--- src/rtl/cpuPkg.sv ---
/*
 * cpuPkg
 * Word types, instruction encodings, bypass selects and field helpers
 * shared by every stage of the pipelined core
 */
`default_nettype none

package cpuPkg;

    typedef logic [31:0] wordT;     // Data word, instruction or address
    typedef logic [4:0]  regIdxT;   // Register index
    typedef logic [4:0]  opcodeT;   // Bits 31:27
    typedef logic [4:0]  aluOpT;    // Bits 6:2 of R-type
    typedef logic [1:0]  fwdSelT;   // Operand source in execute

    typedef enum logic [1:0] {
        mulIdle,
        mulRun,
        mulDone
    } mulStateT;

    localparam opcodeT opAlu  = 5'b00000;
    localparam opcodeT opJ    = 5'b00001;
    localparam opcodeT opBne  = 5'b00010;
    localparam opcodeT opAddi = 5'b00101;
    localparam opcodeT opBlt  = 5'b00110;
    localparam opcodeT opSw   = 5'b00111;
    localparam opcodeT opLw   = 5'b01000;

    localparam aluOpT aluAdd = 5'd0;
    localparam aluOpT aluSub = 5'd1;
    localparam aluOpT aluAnd = 5'd2;
    localparam aluOpT aluOr  = 5'd3;
    localparam aluOpT aluSll = 5'd4;
    localparam aluOpT aluSra = 5'd5;
    localparam aluOpT aluMul = 5'd6;

    localparam fwdSelT fwdReg = 2'd0;   // Value read in decode
    localparam fwdSelT fwdMem = 2'd1;   // Result sitting in X/M
    localparam fwdSelT fwdWb  = 2'd2;   // Value being written back

    localparam wordT nopWord  = '0;     // add r0, r0, r0
    localparam int   mulSteps = 32;

    function automatic opcodeT opcodeOf(wordT ir);
        return ir[31:27];
    endfunction

    function automatic regIdxT rdOf(wordT ir);
        return ir[26:22];
    endfunction

    function automatic regIdxT rsOf(wordT ir);
        return ir[21:17];
    endfunction

    // True when the instruction writes a register other than r0
    function automatic logic writesReg(wordT ir);
        return (opcodeOf(ir) inside {opAlu, opAddi, opLw}) && rdOf(ir) != '0;
    endfunction

    // Second source register, rd for sw and the branches
    function automatic regIdxT srcB(wordT ir);
        return (opcodeOf(ir) inside {opSw, opBne, opBlt}) ? rdOf(ir) : ir[16:12];
    endfunction

endpackage

`default_nettype wire
--- src/rtl/mulIf.sv ---
/*
 * mulIf
 * Multiply request and result between execute, the multiplier and the hazard unit
 */
`timescale 1ns/1ps
`default_nettype none

interface mulIf;
    import cpuPkg::*;

    logic reqValid;     // Mul waiting in X
    logic reqReady;     // Sequencer idle
    wordT a;            // Bypassed operands
    wordT b;
    wordT product;      // Low word of a*b
    logic resValid;     // One-cycle result pulse

    modport requester (output reqValid, a, b, input reqReady, product, resValid);
    modport unit      (input reqValid, a, b, output reqReady, product, resValid);
    modport monitor   (input reqValid, reqReady, a, b, product, resValid);

endinterface

`default_nettype wire

--- src/rtl/processor.sv ---
/*
 * processor
 * Five-stage in-order pipelined core. Instruction memory, data memory and
 * the register file live outside and answer in the same cycle
 */
`timescale 1ns/1ps
`default_nettype none

module processor (
    input  logic           clock,
    input  logic           rstN,
    output cpuPkg::wordT   addressImem,
    input  cpuPkg::wordT   qImem,
    output cpuPkg::wordT   addressDmem,
    output cpuPkg::wordT   data,
    output logic           wren,
    input  cpuPkg::wordT   qDmem,
    output logic           ctrlWriteEnable,
    output cpuPkg::regIdxT ctrlWriteReg,
    output cpuPkg::regIdxT ctrlReadRegA,
    output cpuPkg::regIdxT ctrlReadRegB,
    output cpuPkg::wordT   dataWriteReg,
    input  cpuPkg::wordT   dataReadRegA,
    input  cpuPkg::wordT   dataReadRegB
);
    import cpuPkg::*;

    wordT   fdIr;
    wordT   fdPc;
    wordT   dxIr;
    wordT   xmIr;
    wordT   xmO;
    wordT   xmB;
    wordT   mwIr;
    wordT   wbValue;           // Writeback data, also a bypass source
    wordT   branchTarget;
    logic   branchTaken;
    logic   mulPending;
    logic   stallF;
    logic   stallD;
    logic   stallX;
    logic   stallM;
    logic   bubbleX;
    logic   fwdStore;
    fwdSelT fwdA;
    fwdSelT fwdB;

    mulIf mif ();

    fetchDecode uFetch (
        .clock, .rstN, .qImem, .stallF, .stallD, .branchTaken, .branchTarget,
        .addressImem, .fdIr, .fdPc, .ctrlReadRegA, .ctrlReadRegB
    );

    executeStage uExecute (
        .clock, .rstN, .fdIr, .fdPc, .dataReadRegA, .dataReadRegB,
        .stallX, .stallM, .bubbleX, .fwdA, .fwdB, .wbValue,
        .dxIr, .branchTaken, .branchTarget, .xmIr, .xmO, .xmB, .mulPending,
        .mif(mif.requester)
    );

    multiplier uMul (.clock, .rstN, .mif(mif.unit));

    hazardUnit uHazard (
        .fdIr, .dxIr, .xmIr, .mwIr, .mif(mif.monitor), .mulPending,
        .stallF, .stallD, .stallX, .stallM, .bubbleX, .fwdA, .fwdB, .fwdStore
    );

    memWriteback uMemWb (
        .clock, .rstN, .xmIr, .xmO, .xmB, .qDmem, .fwdStore,
        .addressDmem, .data, .wren, .mwIr,
        .ctrlWriteEnable, .ctrlWriteReg, .dataWriteReg, .wbValue
    );

endmodule

`default_nettype wire

--- src/rtl/memWriteback.sv ---
/*
 * memWriteback
 * Data memory access, the M/W latch and the register file write port
 */
`timescale 1ns/1ps
`default_nettype none

module memWriteback (
    input  logic           clock,
    input  logic           rstN,
    input  cpuPkg::wordT   xmIr,
    input  cpuPkg::wordT   xmO,
    input  cpuPkg::wordT   xmB,
    input  cpuPkg::wordT   qDmem,
    input  logic           fwdStore,
    output cpuPkg::wordT   addressDmem,
    output cpuPkg::wordT   data,
    output logic           wren,
    output cpuPkg::wordT   mwIr,
    output logic           ctrlWriteEnable,
    output cpuPkg::regIdxT ctrlWriteReg,
    output cpuPkg::wordT   dataWriteReg,
    output cpuPkg::wordT   wbValue
);
    import cpuPkg::*;

    wordT mwO;      // ALU or mul result
    wordT mwD;      // Loaded word

    assign addressDmem = xmO;
    assign data        = fwdStore ? wbValue : xmB;    // lw then sw of the same reg
    assign wren        = opcodeOf(xmIr) == opSw;

    always_ff @(posedge clock or negedge rstN) begin
        if (!rstN) begin
            mwIr <= nopWord;
        end else begin
            mwIr <= xmIr;   // Never stalled, W keeps draining
        end
    end

    always_ff @(posedge clock) begin
        mwO <= xmO;
        mwD <= qDmem;
    end

    assign wbValue         = (opcodeOf(mwIr) == opLw) ? mwD : mwO;
    assign dataWriteReg    = wbValue;
    assign ctrlWriteEnable = writesReg(mwIr);      // Never r0, sw, branch or nop
    assign ctrlWriteReg    = rdOf(mwIr);

endmodule

`default_nettype wire

--- src/rtl/hazardUnit.sv ---
/*
 * hazardUnit
 * Bypass selects, load-use interlock and the stall and bubble controls
 */
`timescale 1ns/1ps
`default_nettype none

module hazardUnit (
    input  cpuPkg::wordT   fdIr,
    input  cpuPkg::wordT   dxIr,
    input  cpuPkg::wordT   xmIr,
    input  cpuPkg::wordT   mwIr,
    mulIf.monitor          mif,
    input  logic           mulPending,
    output logic           stallF,
    output logic           stallD,
    output logic           stallX,
    output logic           stallM,
    output logic           bubbleX,
    output cpuPkg::fwdSelT fwdA,
    output cpuPkg::fwdSelT fwdB,
    output logic           fwdStore
);
    import cpuPkg::*;

    logic xmFwd;        // X/M holds a result usable in X
    logic fdUsesB;
    logic loadUse;

    // Loaded data is not in X/M yet, only the address
    assign xmFwd = writesReg(xmIr) && opcodeOf(xmIr) != opLw;

    function automatic fwdSelT pickFwd(regIdxT src);
        if (xmFwd && rdOf(xmIr) == src) begin
            return fwdMem;
        end
        if (writesReg(mwIr) && rdOf(mwIr) == src) begin
            return fwdWb;
        end
        return fwdReg;
    endfunction

    always_comb begin
        fwdA = pickFwd(rsOf(dxIr));
        fwdB = pickFwd(srcB(dxIr));
    end

    // sw data is left out, it gets the loaded word in M
    assign fdUsesB = opcodeOf(fdIr) inside {opAlu, opBne, opBlt};
    assign loadUse = opcodeOf(dxIr) == opLw && writesReg(dxIr) &&
                     ((opcodeOf(fdIr) != opJ && rsOf(fdIr) == rdOf(dxIr)) ||
                      (fdUsesB && srcB(fdIr) == rdOf(dxIr)));

    assign stallF  = loadUse || mulPending;
    assign stallD  = loadUse || mulPending;
    assign stallX  = mulPending;
    assign stallM  = mulPending && !mif.reqReady;  // First cycle lets M drain
    assign bubbleX = loadUse;

    assign fwdStore = opcodeOf(xmIr) == opSw && writesReg(mwIr) && rdOf(mwIr) == rdOf(xmIr);

endmodule

`default_nettype wire

--- src/rtl/executeStage.sv ---
/*
 * executeStage
 * D/X latch, operand bypass, immediate and ALU input select, branch
 * resolution, multiply request and the X/M latch
 */
`timescale 1ns/1ps
`default_nettype none

module executeStage (
    input  logic           clock,
    input  logic           rstN,
    input  cpuPkg::wordT   fdIr,
    input  cpuPkg::wordT   fdPc,
    input  cpuPkg::wordT   dataReadRegA,
    input  cpuPkg::wordT   dataReadRegB,
    input  logic           stallX,
    input  logic           stallM,
    input  logic           bubbleX,
    input  cpuPkg::fwdSelT fwdA,
    input  cpuPkg::fwdSelT fwdB,
    input  cpuPkg::wordT   wbValue,
    output cpuPkg::wordT   dxIr,
    output logic           branchTaken,
    output cpuPkg::wordT   branchTarget,
    output cpuPkg::wordT   xmIr,
    output cpuPkg::wordT   xmO,
    output cpuPkg::wordT   xmB,            // Store data
    output logic           mulPending,
    mulIf.requester        mif
);
    import cpuPkg::*;

    wordT   dxPc;
    wordT   dxA;
    wordT   dxB;
    wordT   opA;
    wordT   opB;
    wordT   imm;
    wordT   aluB;
    wordT   aluResult;
    opcodeT op;
    aluOpT  aluOp;
    logic   isImm;
    logic   isMul;
    logic   notEqual;
    logic   lessThan;

    always_ff @(posedge clock or negedge rstN) begin
        if (!rstN) begin
            dxIr <= nopWord;
        end else if (!stallX) begin
            dxIr <= (bubbleX || branchTaken) ? nopWord : fdIr;
        end
    end

    always_ff @(posedge clock) begin
        if (!stallX) begin
            dxPc <= fdPc;
            dxA  <= dataReadRegA;
            dxB  <= dataReadRegB;
        end
    end

    assign op    = opcodeOf(dxIr);
    assign imm   = {{15{dxIr[16]}}, dxIr[16:0]};     // 17-bit signed N
    assign isImm = op inside {opAddi, opLw, opSw};
    assign isMul = op == opAlu && dxIr[6:2] == aluMul;
    assign aluOp = (op == opAlu) ? dxIr[6:2] : aluAdd;

    // Nearer stage wins, decided in the hazard unit
    assign opA  = (fwdA == fwdMem) ? xmO : (fwdA == fwdWb) ? wbValue : dxA;
    assign opB  = (fwdB == fwdMem) ? xmO : (fwdB == fwdWb) ? wbValue : dxB;
    assign aluB = isImm ? imm : opB;

    alu uAlu (
        .a(opA), .b(aluB), .op(aluOp), .shamt(dxIr[11:7]),
        .result(aluResult), .notEqual, .lessThan
    );

    // a is $rs, b is $rd for the branches
    always_comb begin
        case (op)
            opJ:     branchTaken = 1'b1;
            opBne:   branchTaken = notEqual;
            opBlt:   branchTaken = notEqual && !lessThan;   // $rd < $rs
            default: branchTaken = 1'b0;
        endcase
    end

    assign branchTarget = (op == opJ) ? {5'b0, dxIr[26:0]} : dxPc + imm;

    // Request stays up until the result pulse
    assign mif.reqValid = isMul && !mif.resValid;
    assign mif.a        = opA;
    assign mif.b        = opB;
    assign mulPending   = mif.reqValid;

    always_ff @(posedge clock or negedge rstN) begin
        if (!rstN) begin
            xmIr <= nopWord;
        end else if (!stallM) begin
            xmIr <= mulPending ? nopWord : dxIr;    // Let M drain while waiting
        end
    end

    always_ff @(posedge clock) begin
        if (!stallM) begin
            xmO <= isMul ? mif.product : aluResult;
            xmB <= opB;
        end
    end

    // A new mul always finds the sequencer idle
    assert property (@(posedge clock) disable iff (!rstN)
        $rose(mif.reqValid) |-> mif.reqReady);

    // Result pulse lands while its mul is still held in X
    assert property (@(posedge clock) disable iff (!rstN) mif.resValid |-> isMul);

endmodule

`default_nettype wire

--- src/rtl/fetchDecode.sv ---
/*
 * fetchDecode
 * Program counter with next-PC select, the F/D latch and register read addresses
 */
`timescale 1ns/1ps
`default_nettype none

module fetchDecode (
    input  logic           clock,
    input  logic           rstN,
    input  cpuPkg::wordT   qImem,
    input  logic           stallF,
    input  logic           stallD,
    input  logic           branchTaken,
    input  cpuPkg::wordT   branchTarget,
    output cpuPkg::wordT   addressImem,
    output cpuPkg::wordT   fdIr,
    output cpuPkg::wordT   fdPc,           // PC+1 of the instruction in D
    output cpuPkg::regIdxT ctrlReadRegA,
    output cpuPkg::regIdxT ctrlReadRegB
);
    import cpuPkg::*;

    wordT pc;
    wordT pcPlusOne;

    assign pcPlusOne   = pc + 32'd1;
    assign addressImem = pc;

    always_ff @(posedge clock or negedge rstN) begin
        if (!rstN) begin
            pc <= '0;
        end else if (branchTaken) begin
            pc <= branchTarget;         // Resolved in X
        end else if (!stallF) begin
            pc <= pcPlusOne;
        end
    end

    // Fetched word is squashed when X redirects
    always_ff @(posedge clock or negedge rstN) begin
        if (!rstN) begin
            fdIr <= nopWord;
        end else if (branchTaken) begin
            fdIr <= nopWord;
        end else if (!stallD) begin
            fdIr <= qImem;
        end
    end

    always_ff @(posedge clock) begin
        if (!stallD) begin
            fdPc <= pcPlusOne;
        end
    end

    assign ctrlReadRegA = rsOf(fdIr);
    assign ctrlReadRegB = srcB(fdIr);  // rt, or rd for sw/bne/blt

    // Hazard stalls never coincide with a redirect, so a held fetch keeps its PC
    assert property (@(posedge clock) disable iff (!rstN) stallF |=> $stable(pc));

endmodule

`default_nettype wire

--- src/rtl/multiplier.sv ---
/*
 * multiplier
 * Shift-add datapath for the low word of a 32x32 product, one bit per step
 */
`timescale 1ns/1ps
`default_nettype none

module multiplier (
    input logic clock,
    input logic rstN,
    mulIf.unit  mif
);
    import cpuPkg::*;

    wordT mcand;        // Shifted left each step
    wordT mplier;       // Shifted right, low bit picks the add
    wordT acc;          // Partial product
    logic load;
    logic step;

    mulSequencer uSeq (
        .clock, .rstN, .reqValid(mif.reqValid),
        .reqReady(mif.reqReady), .load, .step, .resValid(mif.resValid)
    );

    always_ff @(posedge clock) begin
        if (load) begin
            mcand  <= mif.a;
            mplier <= mif.b;
            acc    <= '0;
        end else if (step) begin
            if (mplier[0]) begin
                acc <= acc + mcand;
            end
            mcand  <= mcand << 1;
            mplier <= mplier >> 1;
        end
    end

    assign mif.product = acc;

endmodule

`default_nettype wire

--- src/rtl/mulSequencer.sv ---
/*
 * mulSequencer
 * Multiply FSM. Accepts a request when idle, runs mulSteps steps, then
 * pulses resValid for one cycle
 */
`timescale 1ns/1ps
`default_nettype none

module mulSequencer (
    input  logic clock,
    input  logic rstN,
    input  logic reqValid,
    output logic reqReady,
    output logic load,
    output logic step,
    output logic resValid
);
    import cpuPkg::*;

    localparam int cntW = $clog2(mulSteps);

    mulStateT        state;
    logic [cntW-1:0] count;     // Steps done so far

    assign reqReady = state == mulIdle;
    assign load     = reqReady && reqValid;    // Acceptance
    assign step     = state == mulRun;
    assign resValid = state == mulDone;

    always_ff @(posedge clock or negedge rstN) begin
        if (!rstN) begin
            state <= mulIdle;
            count <= '0;
        end else begin
            case (state)
                mulIdle: begin
                    if (load) begin
                        state <= mulRun;
                        count <= '0;
                    end
                end
                mulRun: begin
                    count <= count + 1'b1;
                    if (count == cntW'(mulSteps - 1)) begin
                        state <= mulDone;   // Last step this cycle
                    end
                end
                default: state <= mulIdle;  // Done lasts one cycle
            endcase
        end
    end

    // Result pulse mulSteps+1 cycles after acceptance
    assert property (@(posedge clock) disable iff (!rstN) load |-> ##(mulSteps + 1) resValid);

endmodule

`default_nettype wire

--- src/rtl/alu.sv ---
/*
 * alu
 * Add, sub, and, or, sll and sra with signed not-equal and less-than flags
 */
`timescale 1ns/1ps
`default_nettype none

module alu (
    input  cpuPkg::wordT  a,
    input  cpuPkg::wordT  b,
    input  cpuPkg::aluOpT op,
    input  logic [4:0]    shamt,
    output cpuPkg::wordT  result,
    output logic          notEqual,
    output logic          lessThan
);
    import cpuPkg::*;

    always_comb begin
        case (op)
            aluAdd:  result = a + b;
            aluSub:  result = a - b;
            aluAnd:  result = a & b;
            aluOr:   result = a | b;
            aluSll:  result = a << shamt;
            aluSra:  result = wordT'($signed(a) >>> shamt);    // Sign fill
            default: result = '0;                              // mul goes elsewhere
        endcase
    end

    assign notEqual = a != b;
    assign lessThan = $signed(a) < $signed(b);

endmodule

`default_nettype wire

--- config.mk ---
export PLATFORM = sky130hd
export DESIGN_NAME = processor
export DESIGN_NICKNAME = d
export VERILOG_FILES = /design/src/rtl/cpuPkg.sv /design/src/rtl/mulIf.sv /design/src/rtl/processor.sv /design/src/rtl/memWriteback.sv /design/src/rtl/hazardUnit.sv /design/src/rtl/executeStage.sv /design/src/rtl/fetchDecode.sv /design/src/rtl/multiplier.sv /design/src/rtl/mulSequencer.sv /design/src/rtl/alu.sv
export SDC_FILE = /design/constraint.sdc
export NUM_CORES = 1
export LEC_CHECK = 0
export ABC_AREA = 1
export ABC_CLOCK_PERIOD_IN_PS = 15200
export BUFFER_PORTS_ARGS = -buffer_cell sky130_fd_sc_hd__buf_2
export CORE_ASPECT_RATIO = 2
export CORE_MARGIN = 5
export CORE_UTILIZATION = 50
export DETAILED_ROUTE_END_ITERATION = 8
export PLACE_DENSITY = 0.72
export SLEW_MARGIN = 20
export SYNTH_ARGS = -nofsm -noshare
export SYNTH_HDL_FRONTEND = slang
export SYNTH_SLANG_ARGS = --single-unit
--- constraint.sdc ---
create_clock -name clock -period 15.2 [get_ports clock]
set_clock_uncertainty 0.2 [all_clocks]
set_input_delay 0 -clock clock [delete_from_list [all_inputs] [get_ports clock]]
set_output_delay 0 -clock clock [all_outputs]
set_load 0.01 [all_outputs]
=== Word level (Yosys, flattened, before mapping) ===
Cells that the tools add are included.

* Flip-flop bits (word level): 519
* Bits of input ports: 130
* Logic and storage cells: 158
* Output and inout port bits: 145

* Bitwise gates (word level): 2
* $lt $le $gt $ge: 1
* Equal/unequal tests: 40
* Add/subtract/negate cells: 6
* Mux-type cells: 43
* Reductions and logical operators: 46
* Shifts and indexed selects: 2

{| class="wikitable"
|+ Operators by type and width
! operator !! number
|-
| 2-to-1 mux 32 bit || 19
|-
| one-hot mux 32 bit (6 select lines) || 1
|-
| adder 32 bit || 3
|-
| == test 5 x 3 -> 1 bit (second input constant) || 11
|-
| == test 5 bit || 7
|-
| adder 32 x 1 -> 32 bit (second input constant) || 1
|-
| bitwise AND 32 bit || 1
|-
| less-than comparator 32 bit || 1
|-
| inequality test 32 bit || 1
|-
| OR 32 bit || 1
|-
| left shift 32 x 5 -> 32 bit || 1
|-
| >>> shifter 32 x 5 -> 32 bit || 1
|-
| subtractor 32 bit || 1
|-
| zero test 5 bit || 5
|-
| nonzero test 3 bit || 7
|-
| == test 5 x 2 -> 1 bit (second input constant) || 4
|-
| 2-to-1 mux 2 bit || 10
|-
| 2-to-1 mux 5 bit || 4
|-
| logical AND 1 bit || 19
|-
| == test 5 x 4 -> 1 bit (second input constant) || 3
|-
| nonzero test 5 bit || 3
|-
| == test 5 x 1 -> 1 bit (second input constant) || 2
|-
| one-hot mux 5 bit (2 select lines) || 1
|-
| == test 2 x 1 -> 1 bit (second input constant) || 3
|-
| 15 further kinds || 30
|}

=== Longest topological paths before layout ===
* Depth after elaboration: 19
* Depth in mapped cells: 41
* Gate-level depth less buffers: 39

=== Cells and area by module ===
A second synthesis with hierarchy kept.

* Cell total of the unflattened synthesis: 5,689
* Area, all modules: 38,615.8 um^2

{| class="wikitable"
|+ By module, submodules not included
! module !! area each (um^2) !! cells an instance !! instances !! seq. area each (um^2)
|-
| executeStage || 12,393.1 || 1,499 || 1 || 6,406.1
|-
| alu || 9,776.9 || 1,986 || 1 || 0.0
|-
| multiplier || 6,273.5 || 926 || 1 || 2,562.5
|-
| fetchDecode || 4,853.4 || 582 || 1 || 2,562.5
|-
| memWriteback || 3,970.1 || 455 || 1 || 2,082.0
|-
| hazardUnit || 1,002.2 || 199 || 1 || 0.0
|-
| mulSequencer || 346.6 || 42 || 1 || 175.2
|}

=== Worst setup path after synthesis ===
Ideal clock, no wire load.

* Path type: register -> register
* Start point: register uExecute.dxIr[30]
* End point: register uFetch.fdPc[0], enable pin
* Data required time: 14,593 ps
* Arrival: 4,642 ps
* Stages on the path, launching flop included: 13
* Path buffers: 1
* Setup slack: 9,951 ps
* Setup time: 407 ps
* Clock period less this slack: 5,249 ps
* Cells stage by stage: dfrtp_1 -> nor2_1 -> nand2_1 -> nor3_4 -> inv_2 -> nor2_1 -> nand2_1 -> nor2_4 -> inv_2 -> o21a_1 -> nand2_2 -> inv_2 -> clkbuf_1

* Longest elaborated chain between the ends: 6
* Elaborated cells on any way between the ends: 10
* Classes of those cells: eq/ne (2); reduce/logical (8)

{| class="wikitable"
|+ RTL lines
! element !! line !! RTL
|-
| from (decl) || executeStage.sv:22 || <nowiki>output cpuPkg::wordT dxIr,</nowiki>
|-
| from (signal assigned) || executeStage.sv:50 || <nowiki>dxIr <= nopWord;</nowiki>
|-
| from (signal assigned) || executeStage.sv:52 || <nowiki>dxIr <= (bubbleX || branchTaken) ? nopWord : fdIr;</nowiki>
|-
| == test 5 x 3 -> 1 bit, or another cell as far along || cpuPkg.sv:59 || <nowiki>return (opcodeOf(ir) inside {opAlu, opAddi, opLw}) && rdOf(ir) != '0;</nowiki>
|-
| nonzero test 3 bit || cpuPkg.sv:59 ||
|-
| logical AND 1 bit || cpuPkg.sv:59 ||
|-
| logical AND 1 bit (2 in series) || hazardUnit.sv:50 || <nowiki>assign loadUse = opcodeOf(dxIr) == opLw && writesReg(dxIr) &&</nowiki>
|-
| logical OR 1 bit (*) || hazardUnit.sv:55 || <nowiki>assign stallD = loadUse || mulPending;</nowiki>
|-
| to (signal assigned) || fetchDecode.sv:53 || <nowiki>fdPc <= pcPlusOne;</nowiki>
|-
| to (decl) || fetchDecode.sv:18 || <nowiki>output cpuPkg::wordT fdPc,</nowiki>
|}

Every way passes the cells marked *; elsewhere a longest branch is shown, timed or not.
A chain may end at the register's enable or synchronous reset.

=== Worst setup path after layout ===
* Start point: register uExecute.dxIr[16]
* End point: register uExecute.xmO[17] (data pin)

* Longest elaborated chain between the ends: 14
* Elaborated cells on any way between the ends: 22
* Classes of those cells: add/sub (2); eq/ne (4); mux (12); bitwise (2); reduce/logical (2)

{| class="wikitable"
|+ RTL lines
! element !! line !! RTL
|-
| 2-to-1 mux 5 bit (*) || cpuPkg.sv:64 || <nowiki>return (opcodeOf(ir) inside {opSw, opBne, opBlt}) ? rdOf(ir) : ir[16:12];</nowiki>
|-
| == test 5 bit || hazardUnit.sv:37 || <nowiki>if (writesReg(mwIr) && rdOf(mwIr) == src) begin</nowiki>
|-
| logical AND 1 bit || hazardUnit.sv:37 ||
|-
| 2-to-1 mux 1 bit (2 in series) || hazardUnit.sv:37 ||
|-
| 2-to-1 mux 2 bit || hazardUnit.sv:40 || <nowiki>return fwdReg;</nowiki>
|-
| 2-to-1 mux 2 bit (*) || hazardUnit.sv:37 ||
|-
| == test 2 bit || executeStage.sv:72 || <nowiki>assign opB = (fwdB == fwdMem) ? xmO : (fwdB == fwdWb) ? wbValue : dxB;</nowiki>
|-
| 2-to-1 mux 32 bit || executeStage.sv:72 ||
|-
| 2-to-1 mux 32 bit (*) || executeStage.sv:72 ||
|-
| named net mif.b[1] || mulIf.sv:14 || <nowiki>wordT b;</nowiki>
|-
| 2-to-1 mux 32 bit (*) || executeStage.sv:73 || <nowiki>assign aluB = isImm ? imm : opB;</nowiki>
|-
| subtractor 32 bit / adder 32 bit (equally long branches) || alu.sv:22, alu.sv:21 ||
|-
| one-hot mux 32 bit (6 select lines) (*) || alu.sv:20 || <nowiki>case (op)</nowiki>
|-
| 2-to-1 mux 32 bit (*) || executeStage.sv:108 || <nowiki>xmO <= isMul ? mif.product : aluResult;</nowiki>
|-
| to (signal assigned) || executeStage.sv:108 ||
|-
| to (decl) || executeStage.sv:26 || <nowiki>output cpuPkg::wordT xmO,</nowiki>
|}

Mark *: on every way through the listed nets, which the timed path passes. The rest lies on a longest branch. The select of a mux whose other input is x is not followed.

==> flow_metrics.env <==
export IMPL_status="finished with violations"
export IMPL_failed_checks="negative hold slack"
export IMPL_h_tree_depth=2
export IMPL_period_share=0.5429
export IMPL_wl_per_cell_um=28.07
export IMPL_row_count=130
export IMPL_grt_remaining_overflow=0
export IMPL_cts_tree="built"
export IMPL_grt_pass1_wl_um=219800
export IMPL_p_comb_frac=0.607
export IMPL_drc=0
export IMPL_fin_total_pwr_mw=8.868
export IMPL_power_density_mw_per_mm2=235.3
export IMPL_final_setup_viol_count=0
export IMPL_wirelength_um=153500
export IMPL_crit_path_max_incr_delay_ps=950
export IMPL_crit_path_end_kind="flop"
export IMPL_gp_congestion=1.132
export IMPL_min_delay_start="qImem[11]"
export IMPL_place_inst=5117
export IMPL_fin_cells=5470
export IMPL_ys_warn_count=0
export IMPL_leakage_nw=17.63
export IMPL_area_growth_pct=18.95
export IMPL_yosys_area_top_type_share=0.2427
export IMPL_first_global_vias=33410
export IMPL_vdd_drop_max_mv=0.1694
export IMPL_grt_max_degree=75
export IMPL_post_cts_buffers=0
export IMPL_clock_sinks=475
export IMPL_synth_edf_count=256
export IMPL_worstSetupPathType="flop to flop"
export IMPL_slew_headroom=0.2590
export IMPL_utilization=0.6001
export IMPL_drt_iter0_drc=3509
export IMPL_start_util=0.5045
export IMPL_timing_rr_start="uExecute.dxIr[16]"
export IMPL_cp_startpoint="uExecute.dxIr[16]"
export IMPL_slew_viol_final=0
export IMPL_clk_path_buf_depth=3
export IMPL_drtPass1Iterations=7
export IMPL_min_path_type="input pin to flop"
export IMPL_vias=33610
export IMPL_p_sw_mw=4.806
export IMPL_worstPathMaxFanout=48
export IMPL_antenna_found_initial=22
export IMPL_clk_latency_ps=680
export IMPL_reg2reg_slack_ps=6950
export IMPL_die_height_um=366.0
export IMPL_netlist_area_mm2=0.03168
export IMPL_r2r_end="uExecute.xmO[17]"
export IMPL_power_frac_seq=0.260
export IMPL_p_int_mw=4.062
export IMPL_coreArea_mm2=0.06279
export IMPL_io_buffer_count=274
export IMPL_yosysMostFrequentCell="nand2_1"
export IMPL_drive_above_1_share=0.1190
export IMPL_crit_required_ps=15150
export IMPL_crit_top_cell="nand2_1"
export IMPL_viasPerCell=6.145
export IMPL_whs_ps=-7.058
export IMPL_switching_share=0.5419
export IMPL_avgSynthCellArea_um2=7.584
export IMPL_fmax_mhz=121.2
export IMPL_rsz0062_at_grt="no"
export IMPL_postRouteAntennaNets=0
export IMPL_synth_distinct_cells=67
export IMPL_min_path_cells=4
export IMPL_netlist_instances=4177
export IMPL_dp_slack_ps=7539
export IMPL_p_clk_frac=0.133
export IMPL_dp_final_hpwl_um=114000
export IMPL_dieWidth_um=188.0
export IMPL_cts_made_buffers=45
export IMPL_synth_commonest_cells="1066 x nand2_1, 437 x inv_1, 426 x nand3_1"
export IMPL_start_kind="flop"
export IMPL_synth_flop_cell="edfxtp_1"
export IMPL_ys_ff_latch=475
export IMPL_io_pins=275
export IMPL_syn_num_nets=4473
export IMPL_crit_arrival_ps=8200
export IMPL_dieArea_mm2=0.06879
export IMPL_synth_seq_area_share=0.4005
export IMPL_tns_ps=0
export IMPL_async_reset_ff_frac=0.2589
export IMPL_clkTransAtPathRegs_ps=70
export IMPL_worst_pin_slew_ps=1103
export IMPL_postPlaceCellArea_mm2=0.03360
export IMPL_root_buffer="clkbuf_16"
export IMPL_fin_crit_ps=8252
export IMPL_min_to="uFetch.fdIr[11]"
export IMPL_drv_cap=0
export IMPL_crit_path_top_delay_cell="dfrtp_1"
export IMPL_yosys_top_cells_area="edfxtp_1 24%, nand2_1 13%, dfrtp_1 9.7%, nand3_1 6.7%, ha_1 6.4%"
export IMPL_grt_usage=0.4320
export IMPL_ff2ff_path_depth=25
export IMPL_fin_ws_ps=6948
export IMPL_final_area_mm2=0.03768
export IMPL_hold_violations=1
export IMPL_nNetsFinal=4923
export IMPL_yosysTopAreaCell="edfxtp_1"
routing by layer:
layer  vias up  share of wire  track usage
met2      2119           0.47       0.7237
met4        10           0.14       0.4744
li1      14960              -            -
met3       850          0.080      0.09604
met1     15680           0.30       0.4092
met5         -        0.00039            0
state kept, by name, indices dropped and copies added (netlist names):
signal	count
uExecute.dxA	32
uExecute.dxB	32
uExecute.dxIr	32
uExecute.dxPc	32
uExecute.xmB	32
uExecute.xmO	32
uFetch.addressImem	32
uFetch.fdIr	32
uFetch.fdPc	32
uMemWb.mwD	32
uMemWb.mwO	32
uMul.mcand	32
uMul.mif.product	32
uMul.mplier	32
uExecute.xmIr	10
uMemWb.mwIr	10
uMul.uSeq.count	5
uMul.uSeq.state	2
logic make-up (layout without fill, tap and decap cells):
kind of cell,Yosys count,in the layout,share of synthesized area
fa+ha+maj,166,166,0.06651
xor+xnor,101,101,0.02792
simple gates,1941,1941,0.2650
compound gates,830,830,0.1516
mux,14,14,0.004977
other cells,0,14,0
flops,475,475,0.4005
buf+inv,650,1137,0.08342
layout make-up:
| class | instances | area (um2) |
|---|---|---|
| timing repair buffer | 581 | 4338 |
| antenna | 14 | 35.03 |
| multi-input combinational | 3052 | 16390 |
| clock inverter | 28 | 247.7 |
| tap | 792 | 991.0 |
| clock buffer | 56 | 1219 |
| sequential | 475 | 12690 |
| inverter | 472 | 1772 |
| fill | 5565 | 25110 |
placed cells by master (no fill, tap or decap), types with 17 or more instances in the layout:
master,count
nand2_1,1065
inv_1,435
nand3_1,426
a21oi_1,295
buf_2,273
nor2_1,256
o21ai_0,256
edfxtp_1,256
dlygate4sd3_1,254
ha_1,162
dfrtp_1,121
dfxtp_1,96
o21ai_1,75
xor2_1,75
nand4_1,70
buf_4,52
clkbuf_16,46
inv_2,35
nor3_1,33
xnor2_1,26
o21bai_1,26
o211ai_1,23
or2_2,22
o21ai_2,19
o22ai_2,17
how the worst max path moves through the flow:
stage	end	slack [ps]	cells after the start
CTS	uExecute.dxIr[0]	7530	35
detailed placement	uExecute.dxIr[0]	7540	35
global placement	uExecute.dxIr[0]	7590	35
global route	uExecute.dxIr[0]	6770	28
finish	uExecute.xmO[17]	6950	25
floorplan	uFetch.fdPc[0]	9950	12
what timing repair did:
item,in CTS,in global routing
resized for setup,0,0
endpoints found under the hold margin,251,0
hold buffers,255,0
critical path, delay by kind of cell, from the launching register on:
| family | cells | cell delay [ps] |
|---|---|---|
| adders and majority gates | 1 | 360 |
| xor gates and xnor gates | 1 | 150 |
| AOI/OAI and AO/OA | 10 | 2710 |
| and+or+nand+nor | 9 | 2220 |
| buffers and inverters | 4 | 1130 |
| DFF | 1 | 950 |
power groups by stage:
stage / Clock (mW) / Sequential, mW / Combinational [mW]
global route: 1.24 / 2.33 / 5.77
detailed placement: 0 / 2.30 / 5.05
global placement: 0 / 2.29 / 5.04
finish: 1.18 / 2.31 / 5.38
CTS: 1.17 / 2.28 / 5.13
floorplan: 0 / 2.16 / 3.31
Power figures use the tool's default switching activity.
